==> config.mk <==
export PLATFORM = sky130hd
export DESIGN_NAME = ctrlUnit
export DESIGN_NICKNAME = d
export VERILOG_FILES = /design/src/logic/ctrlPkg.sv /design/src/logic/isaPkg.sv /design/src/logic/ctrlSequencer.sv /design/src/logic/ctrlUnit.sv /design/src/logic/ctrlWordRom.sv /design/src/logic/instrDecoder.sv
export SDC_FILE = /design/constraint.sdc
export NUM_CORES = 1
export LEC_CHECK = 0
export BUFFER_PORTS_ARGS = -buffer_cell sky130_fd_sc_hd__buf_2
export CAP_MARGIN = 15
export CORE_ASPECT_RATIO = 2
export CORE_MARGIN = 2
export CORE_UTILIZATION = 25
export CTS_CLUSTER_SIZE = 30
export DETAILED_ROUTE_END_ITERATION = 8
export GPL_ROUTABILITY_DRIVEN = 0
export PLACE_DENSITY_LB_ADDON = 0.1
export REMOVE_ABC_BUFFERS = 1
export SLEW_MARGIN = 40
export SYNTH_ARGS = -nofsm -noshare
export SYNTH_HDL_FRONTEND = slang
export SYNTH_SLANG_ARGS = --single-unit
==> constraint.sdc <==
create_clock -name clk -period 1.97 [get_ports clk]
set_input_delay 0 -clock clk [delete_from_list [all_inputs] [get_ports clk]]
set_output_delay 0 -clock clk [all_outputs]
set_load 0.02 [all_outputs]
==> src/logic/ctrlPkg.sv <==
package ctrlPkg;

	typedef enum logic [4:0] {
		stReset,
		stRegInit,
		stInitWait,
		stFetch,
		stFetchWait,
		stIrLoad,
		stDecode,
		stAluExec,
		stAluWait,
		stAluWrite,
		stJrExec,
		stJrJump,
		stBrTarget,
		stBrWait,
		stBrCompare,
		stBrTake
	} ctrlStateT;

	// passA forwards operand A untouched, used for jr
	typedef enum logic [2:0] {passA, add, sub, andOp, slt} aluOpT;

	typedef enum logic [0:0] {srcPc, srcRegA} aluSrcAT;

	typedef enum logic [1:0] {srcRegB, srcFour, srcImm, srcBranchOffset} aluSrcBT;

	typedef enum logic [1:0] {dstRt, dstRd, dstSp} regDstT;

	// wdStackInit selects the fixed stack pointer start value
	typedef enum logic [1:0] {wdAluOut, wdLessThan, wdStackInit} writeDataT;

	typedef enum logic [0:0] {pcAluResult, pcAluOut} pcSrcT;

	typedef enum logic [1:0] {condEq, condNe, condGt} branchCondT;

	typedef struct packed {
		logic       pcWrite;
		logic       pcWriteCond;
		branchCondT branchCond;
		pcSrcT      pcSrc;
		logic       irWrite;
		logic       regWrite;
		regDstT     regDst;
		writeDataT  writeData;
		aluSrcAT    aluSrcA;
		aluSrcBT    aluSrcB;
		aluOpT      aluOp;
		logic       aLoad;
		logic       bLoad;
		logic       aluOutLoad;
	} ctrlWordT;

	localparam ctrlWordT ctrlIdle = '{
		pcWrite:     1'b0,
		pcWriteCond: 1'b0,
		branchCond:  condEq,
		pcSrc:       pcAluResult,
		irWrite:     1'b0,
		regWrite:    1'b0,
		regDst:      dstRt,
		writeData:   wdAluOut,
		aluSrcA:     srcPc,
		aluSrcB:     srcRegB,
		aluOp:       passA,
		aLoad:       1'b0,
		bLoad:       1'b0,
		aluOutLoad:  1'b0
	};

endpackage

==> src/logic/isaPkg.sv <==
package isaPkg;

	localparam int fieldW = 6;

	// Raw opcode or funct field as it comes from the instruction register
	typedef logic [fieldW-1:0] instrFieldT;

	typedef enum logic [fieldW-1:0] {
		rType = 6'd0,
		beq   = 6'd4,
		bne   = 6'd5,
		bgt   = 6'd7,
		addi  = 6'd8
	} opcodeT;

	// Funct codes, only meaningful with opcode rType
	typedef enum logic [fieldW-1:0] {
		jr    = 6'd8,
		add   = 6'd32,
		sub   = 6'd34,
		andOp = 6'd36,
		slt   = 6'd42
	} functT;

	typedef enum logic [3:0] {
		opAdd,
		opSub,
		opAnd,
		opSlt,
		opAddi,
		opJr,
		opBeq,
		opBne,
		opBgt,
		opNone
	} instrOpT;

	// Which execution sequence follows decode
	typedef enum logic [2:0] {
		clsAlu,
		clsImm,
		clsJump,
		clsBranch,
		clsNone
	} instrClassT;

endpackage

==> src/logic/ctrlSequencer.sv <==
`timescale 1ns/100ps

module ctrlSequencer (
	input  logic               clk,
	input  logic               rstN,
	input  isaPkg::instrClassT opClass,
	output ctrlPkg::ctrlStateT state,
	output logic               decodeEn
);
	import isaPkg::*;
	import ctrlPkg::*;

	ctrlStateT nextState;

	always_ff @(posedge clk)
	begin
		if (!rstN)
			state <= stReset;
		else
			state <= nextState;
	end

	always_comb
	begin
		nextState = stFetch;
		case (state)
			stReset:     nextState = stRegInit;
			stRegInit:   nextState = stInitWait;
			stInitWait:  nextState = stFetch;

			stFetch:     nextState = stFetchWait;
			stFetchWait: nextState = stIrLoad;
			stIrLoad:    nextState = stDecode;

			// Only branch point of the FSM
			stDecode:
			begin
				case (opClass)
					clsAlu, clsImm: nextState = stAluExec;
					clsJump:        nextState = stJrExec;
					clsBranch:      nextState = stBrTarget;
					default:        nextState = stFetch;
				endcase
			end

			stAluExec:   nextState = stAluWait;
			stAluWait:   nextState = stAluWrite;
			stAluWrite:  nextState = stFetch;

			stJrExec:    nextState = stJrJump;
			stJrJump:    nextState = stFetch;

			stBrTarget:  nextState = stBrWait;
			stBrWait:    nextState = stBrCompare;
			stBrCompare: nextState = stBrTake;
			stBrTake:    nextState = stFetch;

			default:     nextState = stFetch;
		endcase
	end

	assign decodeEn = (state == stDecode);

endmodule

==> src/logic/ctrlUnit.sv <==
`timescale 1ns/100ps

module ctrlUnit (
	input  logic               clk,
	input  logic               rstN,
	input  isaPkg::instrFieldT opcode,
	input  isaPkg::instrFieldT funct,
	output ctrlPkg::ctrlWordT  ctrl
);
	import isaPkg::*;
	import ctrlPkg::*;

	instrClassT opClass;
	instrOpT    op;
	ctrlStateT  state;
	logic       decodeEn;

	instrDecoder decoder (
		.clk      (clk),
		.rstN     (rstN),
		.opcode   (opcode),
		.funct    (funct),
		.decodeEn (decodeEn),
		.opClass  (opClass),
		.op       (op)
	);

	ctrlSequencer sequencer (
		.clk      (clk),
		.rstN     (rstN),
		.opClass  (opClass),
		.state    (state),
		.decodeEn (decodeEn)
	);

	ctrlWordRom wordRom (
		.state (state),
		.op    (op),
		.ctrl  (ctrl)
	);

endmodule

==> src/logic/ctrlWordRom.sv <==
`timescale 1ns/100ps

module ctrlWordRom (
	input  ctrlPkg::ctrlStateT state,
	input  isaPkg::instrOpT    op,
	output ctrlPkg::ctrlWordT  ctrl
);
	import isaPkg::*;
	import ctrlPkg::*;

	// ALU function for the register and immediate sequence
	function automatic aluOpT aluOpFor(input instrOpT instrOp);
		aluOpT result;
		case (instrOp)
			opSub:   result = ctrlPkg::sub;
			opAnd:   result = ctrlPkg::andOp;
			opSlt:   result = ctrlPkg::slt;
			default: result = ctrlPkg::add;
		endcase
		return result;
	endfunction

	function automatic branchCondT branchCondFor(input instrOpT instrOp);
		branchCondT result;
		case (instrOp)
			opBne:   result = condNe;
			opBgt:   result = condGt;
			default: result = condEq;
		endcase
		return result;
	endfunction

	always_comb
	begin
		ctrl = ctrlIdle;
		case (state)
			// Load the stack pointer once after reset
			stRegInit:
			begin
				ctrl.regWrite  = 1'b1;
				ctrl.regDst    = dstSp;
				ctrl.writeData = wdStackInit;
			end

			// PC + 4
			stFetch:
			begin
				ctrl.pcWrite = 1'b1;
				ctrl.pcSrc   = pcAluResult;
				ctrl.aluSrcA = srcPc;
				ctrl.aluSrcB = srcFour;
				ctrl.aluOp   = ctrlPkg::add;
			end

			stIrLoad:
				ctrl.irWrite = 1'b1;

			stAluExec:
			begin
				ctrl.aLoad      = 1'b1;
				ctrl.bLoad      = 1'b1;
				ctrl.aluOutLoad = 1'b1;
				ctrl.aluSrcA    = srcRegA;
				ctrl.aluSrcB    = (op == opAddi) ? srcImm : srcRegB;
				ctrl.aluOp      = aluOpFor(op);
			end

			stAluWrite:
			begin
				ctrl.regWrite  = 1'b1;
				ctrl.regDst    = (op == opAddi) ? dstRt : dstRd;
				ctrl.writeData = (op == opSlt) ? wdLessThan : wdAluOut;
			end

			stJrExec:
			begin
				ctrl.aLoad      = 1'b1;
				ctrl.aluOutLoad = 1'b1;
				ctrl.aluSrcA    = srcRegA;
				ctrl.aluOp      = passA;
			end

			stJrJump:
			begin
				ctrl.pcWrite = 1'b1;
				ctrl.pcSrc   = pcAluOut;
			end

			// Target address computed before the compare
			stBrTarget:
			begin
				ctrl.aluOutLoad = 1'b1;
				ctrl.aluSrcA    = srcPc;
				ctrl.aluSrcB    = srcBranchOffset;
				ctrl.aluOp      = ctrlPkg::add;
			end

			stBrCompare:
			begin
				ctrl.aLoad   = 1'b1;
				ctrl.bLoad   = 1'b1;
				ctrl.aluSrcA = srcRegA;
				ctrl.aluSrcB = srcRegB;
				ctrl.aluOp   = (op == opBgt) ? ctrlPkg::slt : ctrlPkg::sub;
			end

			stBrTake:
			begin
				ctrl.pcWriteCond = 1'b1;
				ctrl.pcSrc       = pcAluOut;
				ctrl.branchCond  = branchCondFor(op);
			end

			default:
				ctrl = ctrlIdle;
		endcase
	end

endmodule

==> src/logic/instrDecoder.sv <==
`timescale 1ns/100ps

module instrDecoder (
	input  logic               clk,
	input  logic               rstN,
	input  isaPkg::instrFieldT opcode,
	input  isaPkg::instrFieldT funct,
	input  logic               decodeEn,
	output isaPkg::instrClassT opClass,
	output isaPkg::instrOpT    op
);
	import isaPkg::*;

	instrOpT decodedOp;

	always_comb
	begin
		decodedOp = opNone;
		case (opcode)
			rType:
			begin
				case (funct)
					add:     decodedOp = opAdd;
					sub:     decodedOp = opSub;
					andOp:   decodedOp = opAnd;
					slt:     decodedOp = opSlt;
					jr:      decodedOp = opJr;
					default: decodedOp = opNone;
				endcase
			end
			addi:    decodedOp = opAddi;
			beq:     decodedOp = opBeq;
			bne:     decodedOp = opBne;
			bgt:     decodedOp = opBgt;
			default: decodedOp = opNone;
		endcase
	end

	always_comb
	begin
		case (decodedOp)
			opAdd, opSub, opAnd, opSlt: opClass = clsAlu;
			opAddi:                     opClass = clsImm;
			opJr:                       opClass = clsJump;
			opBeq, opBne, opBgt:        opClass = clsBranch;
			default:                    opClass = clsNone;
		endcase
	end

	// Hold the operation so the execute states ignore later input changes
	always_ff @(posedge clk)
	begin
		if (!rstN)
			op <= opNone;
		else if (decodeEn)
			op <= decodedOp;
	end

endmodule

==> impl_results.md, run 1 <==
* CP peak stage delay at 0.47 ns
* Inserted Clock Buffers at 3
* Initial antenna violation count at 0
* Crit-path cells: buf_4 -> nor2b_1 -> buf_4 -> a22oi_1 -> o21bai_1 -> buf_2
* Hold_buf cts at 0
* Largest net degree at the start of global routing at 14
* Total gr overflow at 0
* Crit. End Element: primary output
* Flop pwr share at 36.3%
* CTS tree: built
* RSZ-0062 raised after global routing: false
* Mapped Area at 914.6 um2
* Vias in the first global route at 1024
* CTS HTree Levels at 1
* Distinct cells, synth at 47
* CP Data Required Time at 1.97 ns
* Sw frac at 28.77%
* Syn Area/Cell at 6.982 um2
* P_leak at 0.5408 nW
* Comb power frac at 23.7%
* # nets final at 178
* Max_slew headroom at 74.21%
* Initial Util at 25.63%
* Main synth FF type: dfxtp_1
* Reg clk slew, reported paths at 0.04 ns
* Max Clk Rate at 593.8 MHz
* Synth async-reset ratio at 0%
* Clk pwr share at 39.9%
* WL/cell at 13.39 um
* NetSw at 0.1379 mW
* Routed Antenna Nets at 0
* Final Max Tran Viols at 0
* Layout area overhead at 27.22%
* Finished Core Util at 32.61%
* Most frequent cells in the layout: buf_2 (33), nor2_1 (17), nand2_1 (16)
* Initial DRT Pass Iterations at 4
* Setup TNS at 0 ns
* Initial detailed-routing violation count at 36
* Least-Margin Pin Slew at 0.3864 ns
* Final Hold Fails at 0
* HPWL after detailed placement at 2423 um
* Die Wd at 46.77 um
* Critical Path AT at 1.68 ns
* Cts repair resizes at 0
* Row count at 31
* Synth warn at 0
* Most frequent CP cell: buf_4
* CP Launch Type: flop
* Via count at 1054
* Slowest CP cell: dfxtp_1
* CORE AREA at 0.003568 mm2
* Residual DRC count at 0
* Crit Path Max Fanout at 8
* Layout cell share with drive strength beyond 1 at 29.63%
* Worst clock skew at 0.0009180 ns
* Hold Crit Class: input port to flop
* Die area at 0.004188 mm2
* # diodes at 0
* Clock Sinks at 8
* Global-route usage over all layers at 15.32%
* Power Density at 411.9 mW/mm2
* Maximum vdd drop at 0.0001988 V
* Internal at 0.3414 mW
* Post-Syn Instances at 131
* Final period utilization at 85.49%
* First-pass GRT wire length at 4533 um
* Post-CTS setup buffer count at 0
* Setup violations, final at 0
* Final WL at 2826 um
* Worst skew pair latency at 0.22 ns
* Count of state elements after synthesis at 8
* Max cap viols at 0
* Vias per inst at 4.995
* I/O Buffers at 33
* Most common cell after layout, fill and taps aside: buf_2
* Seq/Total Area, Yosys at 17.51%
* Ports at 34
* Period minus WS final at 1.684 ns
* Critical path type: flop to primary output
* Worst-case clock buffer depth at 2
* Die Y at 89.54 um
* Status: finished, final reports clean
* EDFF count, synth at 0
* Root buffer cell: clkbuf_8
[cells in the mapped netlist, types with 2 or more instances]
cell / instances / area, um2
and2_1: 2 / 12.51
a21o_1: 2 / 15.01
o211ai_1: 2 / 15.01
nand3_1: 4 / 20.02
nand2b_1: 2 / 12.51
buf_2: 3 / 15.01
inv_1: 3 / 11.26
and3_1: 3 / 18.77
o22ai_1: 3 / 18.77
dfxtp_1: 8 / 160.2
nor3_2: 2 / 20.02
nand3b_1: 4 / 30.03
nand2_1: 16 / 60.06
and4b_1: 2 / 20.02
xor2_1: 2 / 17.52
o21ai_0: 3 / 15.01
nand4_1: 2 / 12.51
nor2_1: 17 / 63.81
and3b_1: 3 / 26.28
buf_4: 2 / 15.01
nor2b_1: 4 / 25.02
nor3b_1: 3 / 22.52
o21ai_1: 3 / 15.01
clkbuf_1: 2 / 7.510
nor3_1: 5 / 25.02
o21bai_1: 3 / 22.52
a21oi_1: 6 / 30.03
[stage by stage]
| step | cell area (um2) | setup WS (ns) | power [mW] | std cells | hold WS (ns) |
|---|---|---|---|---|---|
| floorplan | 873.3 | 0.3379 | 0.2384 | 123 | 0.07999 |
| global placement | 1122 | 0.4755 | 0.2895 | 208 | 0.2841 |
| detailed placement | 1122 | 0.4695 | 0.2911 | 208 | 0.2930 |
| CTS | 1164 | 0.2599 | 0.4842 | 211 | 0.06214 |
| global route | 1164 | 0.1037 | 0.5093 | 211 | 0.06696 |
| finish | 1164 | 0.2858 | 0.4793 | 211 | 0.05898 |
[flip-flops by register name, indices dropped and copies added (netlist names)]
name and count:
decoder.op 4, sequencer.state 4
[layer usage]
layer / up-vias / share of wire, % / GRT usage (%)
met4: 0 / 2.2 / 8.081
met1: 471 / 34 / 13.16
li1: 540 / - / -
met5: - / 0 / 0
met2: 38 / 60 / 31.38
met3: 5 / 4.0 / 0.8081
[path summary, 6_finish.rpt]
path                                                    start                            end  slack (ns)  cells past startpoint
worst max-delay path            sequencer.state[3]$_SDFF_PN0_                        ctrl[0]        0.29                      6
worst min-delay path                                     rstN     decoder.op[3]$_SDFFE_PN1P_        0.06                      2
worst max register to register  sequencer.state[0]$_SDFF_PN0_  sequencer.state[2]$_SDFF_PN0_        0.47                      5
worst min register to register     decoder.op[3]$_SDFFE_PN1P_     decoder.op[3]$_SDFFE_PN1P_        0.57                      2
[power groups by stage]
stage / clock, mW / sequential [mW] / combinational (mW)
finish: 0.191 / 0.174 / 0.114
global route: 0.208 / 0.175 / 0.126
CTS: 0.195 / 0.174 / 0.115
detailed placement: 0 / 0.177 / 0.114
global placement: 0 / 0.177 / 0.113
floorplan: 0 / 0.176 / 0.0621
[kinds of logic (layout without fill, tap and decap cells)]
family,count (synthesis),count (layout),synth area share [%]
and+or+nand+nor,73,73,44.87
AOI/OAI and AO/OA,34,34,27.50
buffers and inverters,12,43,6.154
DFF,8,8,17.51
xor gates and xnor gates,3,3,2.873
muxes,1,1,1.094
[area by class of cell]
type | instances | area, um2
repair buffers | 36 | 187.7
multi-input cells | 111 | 698.2
fillers | 426 | 2405
well taps | 49 | 61.31
inverters | 4 | 15.01
flip-flops and latches | 8 | 160.2
clock buffers | 3 | 41.29
[critical path: cells and delay by family (launching register included)]
| family | cells | cell delay, ns |
|---|---|---|
| buffers and inverters | 3 | 0.53 |
| DFF | 1 | 0.47 |
| AOI/OAI and AO/OA | 2 | 0.39 |
| and+or+nand+nor | 1 | 0.06 |
Note: power is estimated with default switching activity, not from simulation.
==> run 2, diff against run 1 <==
- clock period: 1.97 -> 1.64 ns (I/O delays scaled with it)
==> impl_results.md, run 2 (synthesis gave the netlist of run 1 again) <==
* Inserted Clock Buffers at 3 (unchanged)
* RSZ-0062 raised after global routing: false (unchanged)
* Initial DRT Pass Iterations at 4 (unchanged)
* Vias in the first global route at 1041 (was 1024)
* Met1 Use GR at 13.33% (was 13.16%)
* Initial antenna violation count at 0 (unchanged)
* Most frequent cells in the layout: buf_2 (33), nand2_1 (16), nor2_1 (15) (was buf_2 (33), nor2_1 (17), nand2_1 (16))
* CP Launch Type: flop (unchanged)
* Hold Crit Class: input port to flop (unchanged)
* CORE AREA at 0.003568 mm2 (unchanged)
* WHS Path Cells at 2 (unchanged)
* Final Hold Fails at 0 (unchanged)
* Post-CTS setup buffer count at 0 (unchanged)
* Most common cell after layout, fill and taps aside: buf_2 (unchanged)
* Crit. End Element: primary output (unchanged)
* CP Data Required Time at 1.64 ns (was 1.97 ns)
* Ports at 34 (unchanged)
* Residual DRC count at 0 (unchanged)
* Least-Margin Pin Slew at 0.3426 ns (was 0.3864 ns)
* Worst-case clock buffer depth at 2 (unchanged)
* Total gr overflow at 0 (unchanged)
* I/O Buffers at 33 (unchanged)
* CTS HTree Levels at 1 (unchanged)
* Status: finished, final reports clean (unchanged)
* Initial detailed-routing violation count at 21 (was 36)
* Largest net degree at the start of global routing at 13 (was 14)
* Worst clock skew at 0.001547 ns (was 0.0009180 ns)
* Final hold slack at 0.05521 ns (was 0.05898 ns)
* Total power at 0.5820 mW (was 0.4793 mW)
* Finished Core Util at 33.38% (was 32.61%)
* Non-filler instance count after layout at 213 (was 211)
* Global-route usage over all layers at 14.79% (was 15.32%)
* CP peak stage delay at 0.35 ns (was 0.47 ns)
* Initial Util at 25.63% (unchanged)
* CTS tree: built (unchanged)
* Slowest CP cell: dfxtp_1 (unchanged)
* Placed Cells at 210 (was 208)
* Max Clk Rate at 646.9 MHz
* Reg2Reg Depth at 5 (unchanged)
* Crit-path cells: nor2_2 -> nand3b_1 -> o32ai_1 -> and2_1 -> buf_2 (was buf_4 -> nor2b_1 -> buf_4 -> a22oi_1 -> o21bai_1 -> buf_2)
* # nets final at 180 (was 178)
* Layout area overhead at 30.23% (was 27.22%)
* Most crowded layer after global routing: met2 (unchanged)
* Final period utilization at 94.26%
* Grt met3 use at 1.414% (was 0.8081%)
* Final WL at 2821 um (was 2826 um)
* Max cap viols at 0 (unchanged)
* Routed Antenna Nets at 0 (unchanged)
* Final Max Tran Viols at 0 (unchanged)
* Critical path type: flop to primary output (unchanged)
* Die area at 0.004188 mm2 (unchanged)
* Die Y at 89.54 um (unchanged)
* Vias per inst at 5.080 (was 4.995)
* Row count at 31 (unchanged)
* Met2 usage at 28.02% (was 31.38%)
* Power Density at 488.6 mW/mm2 (was 411.9 mW/mm2)
* Setup violations, final at 0 (unchanged)
* Clock Sinks at 8 (unchanged)
* Critical Path AT at 1.55 ns (was 1.68 ns)
* Crit Path Max Fanout at 6 (was 8)
* HPWL after detailed placement at 2349 um (was 2423 um)
* Root buffer cell: clkbuf_8 (unchanged)
* Pre-CTS setup slack at 0.1989 ns (was 0.4695 ns)
* Via count at 1082 (was 1054)
* Max_slew headroom at 76.98% (was 74.21%)
* Worst skew pair latency at 0.23 ns (was 0.22 ns)
* Placed cell area at 0.001137 mm2 (was 0.001122 mm2)
* Die Wd at 46.77 um (unchanged)
* # diodes at 0 (unchanged)
* Period minus WS final at 1.546 ns
* First-pass GRT wire length at 4436 um (was 4533 um)
* Maximum vdd drop at 0.0002611 V (was 0.0001988 V)
* WL/cell at 13.24 um (was 13.39 um)
* Largest registers: decoder.op x4, sequencer.state x4 (unchanged)
* Reg clk slew, reported paths at 0.04 ns (about the same)
* P_leak at 0.5543 nW (was 0.5408 nW)
* Post-route cell area at 0.001191 mm2 (was 0.001164 mm2)
* Layout cell share with drive strength beyond 1 at 33.54% (was 29.63%)
* Setup TNS at 0 ns (unchanged)
* PnR worst setup slack at 0.09407 ns (was 0.2858 ns)
[run 2: cell types whose count changed in the layout (fill, tap and decap cells not counted), sizes merged]
cell / before / now
buf: 36 / 38
[run 2: per-layer routing]
metal	wire [um]	up-vias
li1	-	542
met4	90	0
met1	979	495
met2	1634	39
met3	117	6
met5	0	-
[run 2: worst max-delay path, delay by kind of cell (launching register included)]
family / cells / cell delay [ns]
AO/OA/AOI/OAI: 1 / 0.30
flip-flops: 1 / 0.35
buffers and inverters: 1 / 0.16
AND/OR/NAND/NOR: 3 / 0.51
[run 2: layout make-up]
| class | count | area (um2) |
|---|---|---|
| fill | 416 | 2377 |
| timing repair buffer | 38 | 202.7 |
| clock buffer | 3 | 41.29 |
| tap | 49 | 61.31 |
| sequential | 8 | 162.7 |
| multi-input combinational | 111 | 708.2 |
| inverter | 4 | 15.01 |
[run 2: report_power, final]
| group | internal [mW] | switching, mW |
|---|---|---|
| combinational | 0.0544 | 0.0916 |
| sequential | 0.200 | 0.00293 |
| clock | 0.159 | 0.0748 |
| total | 0.413 | 0.169 |
[run 2: worst paths after layout]
kind / slack, ns / startpoint / endpoint
max: 0.09 / decoder.op[0]$_SDFFE_PN1P_ / ctrl[7]
min reg2reg: 0.46 / sequencer.state[1]$_SDFF_PN0_ / sequencer.state[0]$_SDFF_PN0_
max reg2reg: 0.35 / sequencer.state[0]$_SDFF_PN0_ / sequencer.state[2]$_SDFF_PN0_
min: 0.06 / rstN / decoder.op[0]$_SDFFE_PN1P_
[run 2: what timing repair did]
action / in CTS / in global routing
gates resized for setup: 2 / 3
endpoints found under the setup margin: 1 / 2
hold buffers: 0 / 0
